==> config.mk <==
export PLATFORM = sky130hd
export DESIGN_NAME = otl_axi_dma_rd
export DESIGN_NICKNAME = d
export VERILOG_FILES = /design/src/dma_pkg.sv /design/src/otl_axi_dma_rd.sv /design/src/r_channel.sv /design/src/ar_channel.sv /design/src/rd_burst_sequencer.sv /design/src/rd_req_capture.sv
export VERILOG_INCLUDE_DIRS = /design/src
export SDC_FILE = /design/constraint.sdc
export NUM_CORES = 1
export LEC_CHECK = 0
export CORE_MARGIN = 4
export CORE_UTILIZATION = 55
export CTS_CLUSTER_SIZE = 8
export DETAILED_ROUTE_END_ITERATION = 8
export DONT_BUFFER_PORTS = 1
export PLACE_DENSITY_LB_ADDON = 0.12
export SLEW_MARGIN = 20
export SYNTH_ARGS = -nofsm -noshare
export SYNTH_HDL_FRONTEND = slang
export SYNTH_SLANG_ARGS = --single-unit
==> constraint.sdc <==
create_clock -name m_axi_aclk -period 7 [get_ports m_axi_aclk]
set_clock_uncertainty 0.05 [all_clocks]
set_input_delay 0.35 -clock m_axi_aclk [delete_from_list [all_inputs] [get_ports m_axi_aclk]]
set_output_delay 0.35 -clock m_axi_aclk [all_outputs]
set_load 0.03 [all_outputs]
==> src/dma_cfg.svh <==
// configuration macros for the AXI read DMA engine: burst length and bus widths
`ifndef DMA_CFG_SVH
`define DMA_CFG_SVH

// ********************
// burst shape
// ********************

// upper bound on beats in one AXI burst
`define DMA_BURST_LEN 16

// ********************
// bus widths
// ********************

// one data beat
`define DMA_DATA_WIDTH 32

// byte address on the AXI side and the DMA side
`define DMA_ADDR_WIDTH 32

// AXI transaction id
`define DMA_ID_WIDTH 12

// transfer length, counted in beats
`define DMA_LEN_WIDTH 32

`endif
==> src/dma_pkg.sv <==
// shared types and fixed AXI read address field constants for the read DMA engine
`include "dma_cfg.svh"

package dma_pkg;

   // ********************
   // types
   // ********************

   typedef logic [`DMA_ADDR_WIDTH-1:0] addr_t;
   typedef logic [`DMA_DATA_WIDTH-1:0] data_t;
   typedef logic [`DMA_LEN_WIDTH-1:0]  len_t;
   typedef logic [7:0]                 axlen_t;
   typedef logic [`DMA_ID_WIDTH-1:0]   id_t;

   // ********************
   // derived sizes
   // ********************

   localparam int unsigned BEAT_BYTES = `DMA_DATA_WIDTH / 8;
   // address step of one full burst
   localparam addr_t BURST_BYTES = addr_t'(`DMA_BURST_LEN * BEAT_BYTES);
   localparam len_t BURST_LEN = len_t'(`DMA_BURST_LEN);

   // ********************
   // fixed AR fields
   // ********************

   localparam logic [2:0] AR_SIZE = 3'($clog2(BEAT_BYTES));
   localparam logic [1:0] AR_BURST_INCR = 2'b01;
   // normal non-cacheable, modifiable
   localparam logic [3:0] AR_CACHE = 4'b0010;
   localparam id_t AR_ID = '0;
   localparam logic AR_LOCK = 1'b0;
   localparam logic [2:0] AR_PROT = 3'h0;
   localparam logic [3:0] AR_QOS = 4'h0;
   localparam logic AR_USER = 1'b1;

endpackage

==> src/otl_axi_dma_rd.sv <==
// top level of the AXI read DMA engine: submodule wiring and fixed AR fields
`timescale 1ns/1ps

module otl_axi_dma_rd
(
   input  logic            m_axi_aclk,
   input  logic            m_axi_aresetn,

   // read address channel
   output dma_pkg::id_t    m_axi_arid,
   output dma_pkg::addr_t  m_axi_araddr,
   output dma_pkg::axlen_t m_axi_arlen,
   output logic [2:0]      m_axi_arsize,
   output logic [1:0]      m_axi_arburst,
   output logic            m_axi_arlock,
   output logic [3:0]      m_axi_arcache,
   output logic [2:0]      m_axi_arprot,
   output logic [3:0]      m_axi_arqos,
   output logic            m_axi_aruser,
   output logic            m_axi_arvalid,
   input  logic            m_axi_arready,

   // read data channel, response and id are not checked
   input  dma_pkg::id_t    m_axi_rid,
   input  dma_pkg::data_t  m_axi_rdata,
   input  logic [1:0]      m_axi_rresp,
   input  logic            m_axi_rlast,
   input  logic            m_axi_ruser,
   input  logic            m_axi_rvalid,
   output logic            m_axi_rready,

   // DMA read port
   input  dma_pkg::addr_t  otl_rdaddr,
   input  dma_pkg::len_t   otl_rdlen,
   input  logic            otl_rdready,
   output dma_pkg::data_t  otl_rddata,
   output logic            otl_rdvalid,
   output logic            otl_rdbusy
);

   import dma_pkg::*;

   logic   rd_start;
   addr_t  req_addr;
   len_t   req_len;
   logic   burst_req;
   addr_t  burst_addr;
   axlen_t burst_axlen;
   logic   ar_done;
   logic   burst_end;

   // ********************
   // constant AR fields
   // ********************

   assign m_axi_arid    = AR_ID;
   assign m_axi_arsize  = AR_SIZE;
   assign m_axi_arburst = AR_BURST_INCR;
   assign m_axi_arlock  = AR_LOCK;
   assign m_axi_arcache = AR_CACHE;
   assign m_axi_arprot  = AR_PROT;
   assign m_axi_arqos   = AR_QOS;
   assign m_axi_aruser  = AR_USER;

   // ********************
   // datapath
   // ********************

   rd_req_capture i_rd_req_capture
   (
      .m_axi_aclk    (m_axi_aclk),
      .m_axi_aresetn (m_axi_aresetn),
      .otl_rdready   (otl_rdready),
      .otl_rdaddr    (otl_rdaddr),
      .otl_rdlen     (otl_rdlen),
      .rd_start      (rd_start),
      .req_addr      (req_addr),
      .req_len       (req_len)
   );

   rd_burst_sequencer i_rd_burst_sequencer
   (
      .m_axi_aclk    (m_axi_aclk),
      .m_axi_aresetn (m_axi_aresetn),
      .rd_start      (rd_start),
      .req_addr      (req_addr),
      .req_len       (req_len),
      .burst_end     (burst_end),
      .burst_req     (burst_req),
      .burst_addr    (burst_addr),
      .burst_axlen   (burst_axlen),
      .otl_rdbusy    (otl_rdbusy)
   );

   ar_channel i_ar_channel
   (
      .m_axi_aclk    (m_axi_aclk),
      .m_axi_aresetn (m_axi_aresetn),
      .burst_req     (burst_req),
      .burst_addr    (burst_addr),
      .burst_axlen   (burst_axlen),
      .m_axi_arready (m_axi_arready),
      .m_axi_arvalid (m_axi_arvalid),
      .m_axi_araddr  (m_axi_araddr),
      .m_axi_arlen   (m_axi_arlen),
      .ar_done       (ar_done)
   );

   r_channel i_r_channel
   (
      .m_axi_aclk    (m_axi_aclk),
      .m_axi_aresetn (m_axi_aresetn),
      .ar_done       (ar_done),
      .m_axi_rvalid  (m_axi_rvalid),
      .m_axi_rdata   (m_axi_rdata),
      .m_axi_rlast   (m_axi_rlast),
      .m_axi_rready  (m_axi_rready),
      .otl_rddata    (otl_rddata),
      .otl_rdvalid   (otl_rdvalid),
      .burst_end     (burst_end)
   );

endmodule

==> src/r_channel.sv <==
// AXI read data channel: rready control and forwarding of beats to the DMA port
`timescale 1ns/1ps

module r_channel
(
   input  logic           m_axi_aclk,
   input  logic           m_axi_aresetn,

   // address accepted for the outstanding burst
   input  logic           ar_done,

   // AXI R channel
   input  logic           m_axi_rvalid,
   input  dma_pkg::data_t m_axi_rdata,
   input  logic           m_axi_rlast,
   output logic           m_axi_rready,

   // DMA side strobe
   output dma_pkg::data_t otl_rddata,
   output logic           otl_rdvalid,

   // last beat of the burst accepted
   output logic           burst_end
);

   logic r_ack;

   // ********************
   // handshake
   // ********************

   assign r_ack     = m_axi_rvalid && m_axi_rready;
   assign burst_end = r_ack && m_axi_rlast;

   // open for the outstanding burst, close after its rlast beat
   always_ff @(posedge m_axi_aclk)
   begin
      if (!m_axi_aresetn)
      begin
         m_axi_rready <= 1'b0;
      end
      else if (ar_done)
      begin
         m_axi_rready <= 1'b1;
      end
      else if (burst_end)
      begin
         m_axi_rready <= 1'b0;
      end
   end

   // ********************
   // DMA output
   // ********************

   // one strobe per accepted beat, no stall possible downstream
   always_ff @(posedge m_axi_aclk)
   begin
      if (!m_axi_aresetn)
      begin
         otl_rdvalid <= 1'b0;
      end
      else
      begin
         otl_rdvalid <= r_ack;
      end
   end

   always_ff @(posedge m_axi_aclk)
   begin
      if (r_ack)
      begin
         otl_rddata <= m_axi_rdata;
      end
   end

endmodule

==> src/ar_channel.sv <==
// AXI read address channel driver with hold under arready back-pressure
`timescale 1ns/1ps

module ar_channel
(
   input  logic            m_axi_aclk,
   input  logic            m_axi_aresetn,

   // burst request from the sequencer
   input  logic            burst_req,
   input  dma_pkg::addr_t  burst_addr,
   input  dma_pkg::axlen_t burst_axlen,

   // AXI AR handshake and payload
   input  logic            m_axi_arready,
   output logic            m_axi_arvalid,
   output dma_pkg::addr_t  m_axi_araddr,
   output dma_pkg::axlen_t m_axi_arlen,

   // address accepted, towards the R channel
   output logic            ar_done
);

   // ********************
   // handshake
   // ********************

   assign ar_done = m_axi_arvalid && m_axi_arready;

   // one burst outstanding, so a request never meets a pending AR
   always_ff @(posedge m_axi_aclk)
   begin
      if (!m_axi_aresetn)
      begin
         m_axi_arvalid <= 1'b0;
      end
      else if (burst_req)
      begin
         m_axi_arvalid <= 1'b1;
      end
      else if (ar_done)
      begin
         m_axi_arvalid <= 1'b0;
      end
   end

   // ********************
   // address and length
   // ********************

   // loaded only on a new request, stable while arvalid waits
   always_ff @(posedge m_axi_aclk)
   begin
      if (burst_req)
      begin
         m_axi_araddr <= burst_addr;
         m_axi_arlen  <= burst_axlen;
      end
   end

endmodule

==> src/rd_burst_sequencer.sv <==
// burst sequencer: splits a read transfer into AXI bursts, tracks beats and busy
`timescale 1ns/1ps

module rd_burst_sequencer
(
   input  logic            m_axi_aclk,
   input  logic            m_axi_aresetn,

   // captured request
   input  logic            rd_start,
   input  dma_pkg::addr_t  req_addr,
   input  dma_pkg::len_t   req_len,

   // end of the outstanding burst, from the R channel
   input  logic            burst_end,

   // towards the AR channel
   output logic            burst_req,
   output dma_pkg::addr_t  burst_addr,
   output dma_pkg::axlen_t burst_axlen,

   output logic            otl_rdbusy
);

   import dma_pkg::*;

   typedef enum logic
   {
      ST_IDLE,
      ST_ACTIVE
   } state_t;

   state_t state;
   // beats not yet requested on AR
   len_t   beats_left;
   len_t   beats_src;
   len_t   beats_take;
   logic   launch_first;
   logic   launch_next;
   logic   finish;

   // ********************
   // burst sizing
   // ********************

   // first burst sizes from the request, later ones from what is left
   always_comb
   begin
      beats_src  = (state == ST_IDLE) ? req_len : beats_left;
      beats_take = (beats_src > BURST_LEN) ? BURST_LEN : beats_src;
   end

   // busy edges and zero length requests are dropped here
   assign launch_first = (state == ST_IDLE) && rd_start && (req_len != '0);
   assign launch_next  = (state == ST_ACTIVE) && burst_end && (beats_left != '0);
   assign finish       = (state == ST_ACTIVE) && burst_end && (beats_left == '0);

   // ********************
   // control FSM
   // ********************

   always_ff @(posedge m_axi_aclk)
   begin
      if (!m_axi_aresetn)
      begin
         state      <= ST_IDLE;
         burst_req  <= 1'b0;
         beats_left <= '0;
      end
      else
      begin
         burst_req <= launch_first || launch_next;
         if (launch_first || launch_next)
         begin
            beats_left <= beats_src - beats_take;
         end
         if (launch_first)
         begin
            state <= ST_ACTIVE;
         end
         else if (finish)
         begin
            state <= ST_IDLE;
         end
      end
   end

   // ********************
   // burst address and length
   // ********************

   always_ff @(posedge m_axi_aclk)
   begin
      if (launch_first)
      begin
         burst_addr <= req_addr;
      end
      else if (launch_next)
      begin
         // every burst but the last one is full
         burst_addr <= burst_addr + BURST_BYTES;
      end
      if (launch_first || launch_next)
      begin
         burst_axlen <= axlen_t'(beats_take - len_t'(1));
      end
   end

   assign otl_rdbusy = (state == ST_ACTIVE);

endmodule

==> src/rd_req_capture.sv <==
// request capture: otl_rdready edge detection and address/length latch
`timescale 1ns/1ps

module rd_req_capture
(
   input  logic           m_axi_aclk,
   input  logic           m_axi_aresetn,

   // DMA side request
   input  logic           otl_rdready,
   input  dma_pkg::addr_t otl_rdaddr,
   input  dma_pkg::len_t  otl_rdlen,

   // towards the burst sequencer
   output logic           rd_start,
   output dma_pkg::addr_t req_addr,
   output dma_pkg::len_t  req_len
);

   // two delay stages on the request level
   logic rdready_d;
   logic rdready_dd;

   // ********************
   // edge detection
   // ********************

   always_ff @(posedge m_axi_aclk)
   begin
      if (!m_axi_aresetn)
      begin
         rdready_d  <= 1'b0;
         rdready_dd <= 1'b0;
      end
      else
      begin
         rdready_d  <= otl_rdready;
         rdready_dd <= rdready_d;
      end
   end

   // high for one cycle after the first high sample
   assign rd_start = rdready_d && !rdready_dd;

   // ********************
   // request latch
   // ********************

   // taken together with the first high sample, so the
   // values line up with rd_start
   always_ff @(posedge m_axi_aclk)
   begin
      if (otl_rdready && !rdready_d)
      begin
         req_addr <= otl_rdaddr;
         req_len  <= otl_rdlen;
      end
   end

endmodule

==> flow_summary.toml, run 1 <==
[floorplan]
fp.dieH_um = 140
placement_rows = 48
fp.dieW_um = 140
io_pins = 223
core_area_mm2 = 0.0172
initial_util = 0.558
fp.dieArea_mm2 = 0.0197

[routing]
drcViolationCount = 0
detailroute.via_count = 6798
detailroute.wirelength.met3_mm = 1.76
dr.max_layer_used = "met4"
detail_route.wirelength.met1_mm = 9.20
wire_per_inst_um = 20.5
drt-vias-per-instance = 5.96
detail_route.iter0.violations = 612
dr_wl_met2_mm = 11.8
routed_antenna_nets = 0
wl_mm = 23.4
detail_route.first_pass.iterations = 5

[logic_synthesis]
synth.top_cells.by_area = "sky130_fd_sc_hd__edfxtp_1 55%, sky130_fd_sc_hd__dfxtp_1 8.1%, sky130_fd_sc_hd__nand2_1 2.9%"
synth.cell_area_mm2 = 0.00961
post_synth_num_cell_types = 67
postSynthAreaPerCell_um2 = 12.2
synthDominantCellAreaShare = 0.550
yosys.area.top_type = "sky130_fd_sc_hd__edfxtp_1"
synth-seq-area-share = 0.631
synthesized_flop_and_latch_total = 215
ys.warnings.count = 0
ys_async_sr_fraction = 0
synth_edf_count = 176
synth_top_flop_cell = "sky130_fd_sc_hd__edfxtp_1"
cells_after_synth = 785

[layout]
fin_util = 0.673
areaGrowthSynthToFinish_pct = 20.8
layout.cells.non_filler = 1140
layout.area.seq_mm2 = 0.00607
drive_above_1_share = 0.0798
finalNetCount = 1011
final.fill_count = 1244
multi_input_area_mm2 = 0.00326
n_antenna_cell = 0

[grt]
maximum_number_of_pins_on_one_net_before_global_route_repair = 84
global_route_congestion_overflow_total = 0
grt_pass1_wl_mm = 36.3
grtUsageTotal = 0.227
grt_pass1_vias = 6626
antenna_violations_before_repair = 0

[sta]
max-slew-margin-rel = 0.318
timing.final.max_slew_violations = 0
hold_viol_final = 0
fmax_mhz = 218
timing.final.crit_share = 0.655
setup_tns_ns = 0
layout_min_cycle_time_ns = 4.58
rsz0062_at_grt = "no"
worst_pin_slew_ns = 1.02
setup_viol_count_final = 0

[place]
numPlacedInstances = 981
dp.final_hpwl_mm = 14.3
place.gp.congestion = 0.902
place.port_buffers = 0

[worst_setup_path]
critical_path.slowest_cell = "sky130_fd_sc_hd__dfxtp_4"
worstPathBufferInverterCount = 2
cp_max_fo = 63
path_delay_family = "compound AO/OA/AOI/OAI gates"
start_kind = "flip-flop"
worst_path_largest_cell_delay_ns = 0.79
worstReg2RegStart = "i_rd_burst_sequencer.otl_rdbusy"
critical_path_cell_by_cell = "buf_4 > inv_1 > mux2_2 > a21oi_1 > nand2_1 > nand2_1 > ha_1 > a211oi_1 > a21oi_2 > a211oi_2 > or4b_1 > o211ai_1"
cp.arrival_ns = 5.01
critPathRequiredTime_ns = 7.42
critical_path_class = "reg -> reg"
worst_setup_path_startpoint = "i_rd_burst_sequencer.otl_rdbusy"
crit_top_cell = "sky130_fd_sc_hd__nand2_1"
crit_path_capture_type = "flip-flop"

[power_and_ir_drop]
p_per_area_mw_per_mm2 = 268
static-leakage-power_nw = 3.91
peakVddDrop_v = 0.000246

[clock_network]
total_number_of_h_tree_levels = 1
post_cts_resized = 0
max-clock-path-buffers = 3
worst_skew_pair.late_latency_ns = 0.55
numCtsBuffers = 30
clock-sinks = 215
cts_tree = "yes"
clk_root_buffer_cell = "sky130_fd_sc_hd__clkbuf_16"
clk_pin_slew_worst_paths_ns = 0.05

[run_status]
outcome = "complete, no violations"

[job]
drv.max_cap_violation_count = 0

[hold_path]
timing.hold.worst.start = "m_axi_aresetn"
worstHoldPathType = "in -> reg"
cells by family after synthesis:
logic type               Yosys count  synth area share
flip-flops                       215             0.631
multiplexers                      33            0.0358
buffers and inverters             76            0.0423
AND/OR/NAND/NOR                  262             0.140
XOR/XNOR                          31            0.0283
adder cells (fa/ha/maj)            3           0.00391
AO/OA/AOI/OAI                    163             0.117
other                              2          0.000781
sequential cells by signal (all words and copies together) (netlist names):
signal and cells:
i_ar_channel.m_axi_araddr 32, i_r_channel.otl_rddata 32, i_rd_burst_sequencer.beats_left 32, i_rd_burst_sequencer.burst_addr 32
i_rd_req_capture.req_addr 32, i_rd_req_capture.req_len 32, i_ar_channel.m_axi_arlen 8, i_rd_burst_sequencer.burst_axlen 8
i_ar_channel.m_axi_arvalid 1, i_r_channel.m_axi_rready 1, i_r_channel.otl_rdvalid 1, i_rd_burst_sequencer.burst_req 1
i_rd_burst_sequencer.otl_rdbusy 1, i_rd_req_capture.rdready_d 1, i_rd_req_capture.rdready_dd 1
metal layers:
| layer | up-vias | track usage |
|---|---|---|
| met5 | - | 0 |
| met4 | 0 | 0.0663 |
| met3 | 53 | 0.0505 |
| met2 | 280 | 0.383 |
| met1 | 3320 | 0.298 |
| li1 | 3145 | - |
power breakdown:
part	leakage, nW	internal [mW]	switching (mW)
Sequential	1.95	1.45	0.0741
Clock	0.411	0.804	0.521
Combinational	1.56	0.107	0.150
layout make-up:
cell class / count / share of cell area
Timing Repair Buffer: 110 / 0.0929
Inverter: 11 / 0.00356
Multi-Input combinational cell: 523 / 0.281
Clock inverter: 1 / 0.00259
Tap cell: 225 / 0.0243
Sequential cell: 215 / 0.523
Clock buffer: 55 / 0.0728
metrics by stage:
stage / instance area (µm²) / hold slack (ns) / total power, mW / worst slack (ns)
6_report: 11600 / 0.0592 / 3.11 / 2.42
2_1_floorplan: 9720 / 0.350 / 1.71 / 3.00
3_3_place_gp: 9700 / 0.357 / 1.74 / 2.01
4_1_cts: 11600 / 0.0431 / 3.13 / 1.92
5_1_grt: 11600 / 0.0629 / 3.23 / 2.21
3_5_place_dp: 9700 / 0.355 / 1.75 / 1.94
path summary, 6_finish.rpt:
path / to / slack (ns) / cells after the start
max reg2reg: i_rd_burst_sequencer.beats_left[12] / 2.42 / 12
max: i_rd_burst_sequencer.beats_left[12] / 2.42 / 12
min: i_rd_burst_sequencer.beats_left[30] / 0.06 / 2
min reg2reg: i_ar_channel.m_axi_araddr[4] / 0.36 / 0
cells in the mapped netlist (all sizes together) (3+ instances only):
cell / instances
nor3b: 3
nand4: 9
nand3: 29
nor3: 21
or2: 3
o311ai: 3
or3: 18
or4: 3
a22o: 3
and2: 13
a21oi: 36
and3: 21
o211ai: 11
o2111a: 3
a222oi: 3
o21a: 6
o2111ai: 4
mux2: 11
nor4: 17
inv: 11
edfxtp: 176
a211oi: 9
ha: 3
xor2: 18
or3b: 9
xnor2: 13
mux2i: 22
clkbuf: 29
a21o: 7
buf: 36
o21ai: 46
dfxtp: 39
nor2: 35
nand2: 73
a22oi: 4
a31oi: 5
cells in the final DEF (no fill, tap or decap), types with 9 or more instances in the layout:
| cell | instances |
|---|---|
| sky130_fd_sc_hd__nor2_1 | 35 |
| sky130_fd_sc_hd__or3_1 | 18 |
| sky130_fd_sc_hd__and3_1 | 21 |
| sky130_fd_sc_hd__dfxtp_1 | 37 |
| sky130_fd_sc_hd__and2_1 | 13 |
| sky130_fd_sc_hd__clkbuf_1 | 25 |
| sky130_fd_sc_hd__xnor2_1 | 13 |
| sky130_fd_sc_hd__inv_1 | 9 |
| sky130_fd_sc_hd__nand3_1 | 29 |
| sky130_fd_sc_hd__mux2i_1 | 22 |
| sky130_fd_sc_hd__o21ai_0 | 45 |
| sky130_fd_sc_hd__o211ai_1 | 11 |
| sky130_fd_sc_hd__clkbuf_16 | 30 |
| sky130_fd_sc_hd__edfxtp_1 | 176 |
| sky130_fd_sc_hd__dlygate4sd3_1 | 102 |
| sky130_fd_sc_hd__a21oi_1 | 33 |
| sky130_fd_sc_hd__nor3_1 | 21 |
| sky130_fd_sc_hd__nor4_1 | 17 |
| sky130_fd_sc_hd__xor2_1 | 18 |
| sky130_fd_sc_hd__nand2_1 | 73 |
| sky130_fd_sc_hd__nand4_1 | 9 |
| sky130_fd_sc_hd__conb_1 | 31 |
| sky130_fd_sc_hd__mux2_2 | 11 |
what timing repair did:
| item | in CTS | in global routing |
|---|---|---|
| endpoints found under the setup margin | 0 | 0 |
| hold buffers | 102 | 0 |
| setup buffers | 0 | 0 |
| hold endpoints to repair | 114 | 0 |
worst register-to-register path: stages, from the launching register on:
cell                       delay, ns
sky130_fd_sc_hd__dfxtp_4        0.79
sky130_fd_sc_hd__buf_4          0.47
sky130_fd_sc_hd__inv_1          0.48
sky130_fd_sc_hd__mux2_2         0.56
sky130_fd_sc_hd__a21oi_1        0.20
sky130_fd_sc_hd__nand2_1        0.13
sky130_fd_sc_hd__nand2_1        0.09
sky130_fd_sc_hd__ha_1           0.22
sky130_fd_sc_hd__a211oi_1       0.08
sky130_fd_sc_hd__a21oi_2        0.58
sky130_fd_sc_hd__a211oi_2       0.21
sky130_fd_sc_hd__or4b_1         0.53
sky130_fd_sc_hd__o211ai_1       0.11
(Power assumes the default switching activity.)
==> inputs of run 2 (changes only) <==
Clock period 7 ns to 3.7 ns, I/O delays scaled along.
==> flow_summary.toml, run 2 (synthesized netlist as in run 1, its figures left out) <==
[grt]
grt_pass1_wl_mm = 39.5
grt_pass1_vias = 6953
antenna_violations_before_repair = 0
grtUsageTotal = 0.251
maximum_number_of_pins_on_one_net_before_global_route_repair = 53
global_route_congestion_overflow_total = 0

[power_and_ir_drop]
peakVddDrop_v = 0.000404
netSwitchingPower_mw = 1.41
switching_share = 0.238
comb_power_share = 0.089
p_per_area_mw_per_mm2 = 503
p_int_mw = 4.51
static-leakage-power_nw = 4.01
portion_of_total_power_attributed_to_the_clock_network = 0.425
seq_power_share = 0.485

[worst_setup_path]
r2r.worst_path.cells = 14
cp.arrival_ns = 3.84
critical_path_cell_by_cell = "buf_12 > or3b_2 > a222oi_1 > buf_4 > o2111a_1 > nand2_1 > nand2_1 > ha_1 > nor3b_1 > a21oi_2 > buf_12 > a21oi_2 > xor2_1 > a311o_1"
start_kind = "flip-flop"
worst-path-stages = 14
cp_max_fo = 29
critical_path_class = "reg -> reg"
worst_path_largest_cell_delay_ns = 0.46
crit_path_capture_type = "flip-flop"
worstPathBufferInverterCount = 3
critPathRequiredTime_ns = 4.06
path_delay_family = "compound AO/OA/AOI/OAI gates"
critical_path.slowest_cell = "sky130_fd_sc_hd__or3b_2"

[routing]
routed_antenna_nets = 0
detail_route.iter0.violations = 656
detail_route.first_pass.iterations = 5
drcViolationCount = 0
wl_mm = 25.2
detailroute.via_count = 6946
wire_per_inst_um = 21.7
drt-vias-per-instance = 5.99

[sta]
timing.final.crit_share = 0.940
fmax_mhz = 288
rsz0062_at_grt = "no"
setup_tns_ns = 0
worst_pin_slew_ns = 1.04
setup_viol_count_final = 0
hold_viol_final = 0
timing.final.max_slew_violations = 0
max-slew-margin-rel = 0.307
layout_min_cycle_time_ns = 3.48

[run_status]
outcome = "complete, no violations"

[clock_network]
total_number_of_h_tree_levels = 1
clk_pin_slew_worst_paths_ns = 0.05
clock-sinks = 215
worst_skew_pair.late_latency_ns = 0.52
cts_tree = "yes"
numCtsBuffers = 30
clk_root_buffer_cell = "sky130_fd_sc_hd__clkbuf_16"
max-clock-path-buffers = 3
cts_post_setup_buffers_inserted = 0

[floorplan]
core_area_mm2 = 0.0172
fp.dieArea_mm2 = 0.0197
io_pins = 223
placement_rows = 48
fp.dieH_um = 140
initial_util = 0.558
fp.dieW_um = 140

[layout]
n_antenna_cell = 0
layout_commonest_cell = "sky130_fd_sc_hd__edfxtp_1"
areaGrowthSynthToFinish_pct = 22.5
multi_input_area_mm2 = 0.00326
drive_above_1_share = 0.101
fin_util = 0.683
layout.area.seq_mm2 = 0.00607
postLayoutCellArea_mm2 = 0.0118
mostFrequentLayoutCells = "176 x sky130_fd_sc_hd__edfxtp_1, 101 x sky130_fd_sc_hd__dlygate4sd3_1, 73 x sky130_fd_sc_hd__nand2_1"
layout.cells.non_filler = 1159
finalNetCount = 1030
final.fill_count = 1233

[place]
place.gp.congestion = 0.907
place.port_buffers = 0
dp.final_hpwl_mm = 16.0
postPlaceCellArea_mm2 = 0.00988
numPlacedInstances = 1001

[hold_path]
worstHoldPathType = "in -> reg"
worst_hold_path.num_cells = 2

[job]
drv.max_cap_violation_count = 0
-- run 2: metrics by stage --
| step | hold slack [ns] | power (mW) | setup slack [ns] |
|---|---|---|---|
| after floorplan | 0.234 | 3.23 | 0.0579 |
| after global placement | 0.234 | 3.33 | 0.199 |
| after detailed placement | 0.234 | 3.34 | 0.177 |
| after CTS | 0.125 | 5.95 | 0.187 |
| after global routing | 0.153 | 6.16 | 0.0442 |
| final | 0.127 | 5.92 | 0.222 |
-- run 2: layout make-up --
| type | count | area share |
|---|---|---|
| flip-flops and latches | 215 | 0.516 |
| multi-input cells | 523 | 0.277 |
| repair buffers | 129 | 0.106 |
| clock buffers | 56 | 0.0739 |
| well taps | 225 | 0.0239 |
| inverters | 11 | 0.00351 |
-- run 2: repair_timing --
item	CTS	global route
hold endpoints to repair	130	0
setup endpoints to repair	0	3
resized for setup	0	2
hold buffers	102	0
-- run 2: power groups by stage --
stage / Clock [mW] / Sequential, mW / Combinational (mW)
after floorplan: 0 / 2.88 / 0.351
after global placement: 0 / 2.91 / 0.415
after detailed placement: 0 / 2.92 / 0.426
after CTS: 2.55 / 2.87 / 0.523
after global routing: 2.70 / 2.88 / 0.579
final: 2.52 / 2.87 / 0.530
-- run 2: path summary, 6_finish.rpt --
check / from / endpoint / slack [ns]
setup / recovery: i_rd_burst_sequencer.otl_rdbusy / i_rd_burst_sequencer.beats_left[8] / 0.22
hold / removal: m_axi_aresetn / i_r_channel.m_axi_rready / 0.13
setup reg to reg: i_rd_burst_sequencer.otl_rdbusy / i_rd_burst_sequencer.beats_left[8] / 0.22
hold reg to reg: i_rd_burst_sequencer.burst_axlen[7] / i_ar_channel.m_axi_arlen[7] / 0.37
-- run 2: worst register-to-register path: stages, from the launching register on --
cell and delay (ns):
sky130_fd_sc_hd__dfxtp_4 0.41, sky130_fd_sc_hd__buf_12 0.18, sky130_fd_sc_hd__or3b_2 0.47, sky130_fd_sc_hd__a222oi_1 0.34, sky130_fd_sc_hd__buf_4 0.19, sky130_fd_sc_hd__o2111a_1 0.22
sky130_fd_sc_hd__nand2_1 0.08, sky130_fd_sc_hd__nand2_1 0.07, sky130_fd_sc_hd__ha_1 0.24, sky130_fd_sc_hd__nor3b_1 0.10, sky130_fd_sc_hd__a21oi_2 0.21, sky130_fd_sc_hd__buf_12 0.17
sky130_fd_sc_hd__a21oi_2 0.10, sky130_fd_sc_hd__xor2_1 0.18, sky130_fd_sc_hd__a311o_1 0.35
-- run 2: metal layers --
metal  up-vias  global-route usage  wire length, µm
li1       3189                   -                -
met1      3367               0.337             9960
met2       339               0.425            12700
met3        51              0.0406             1860
met4         0              0.0734              640
met5         -                   0                0
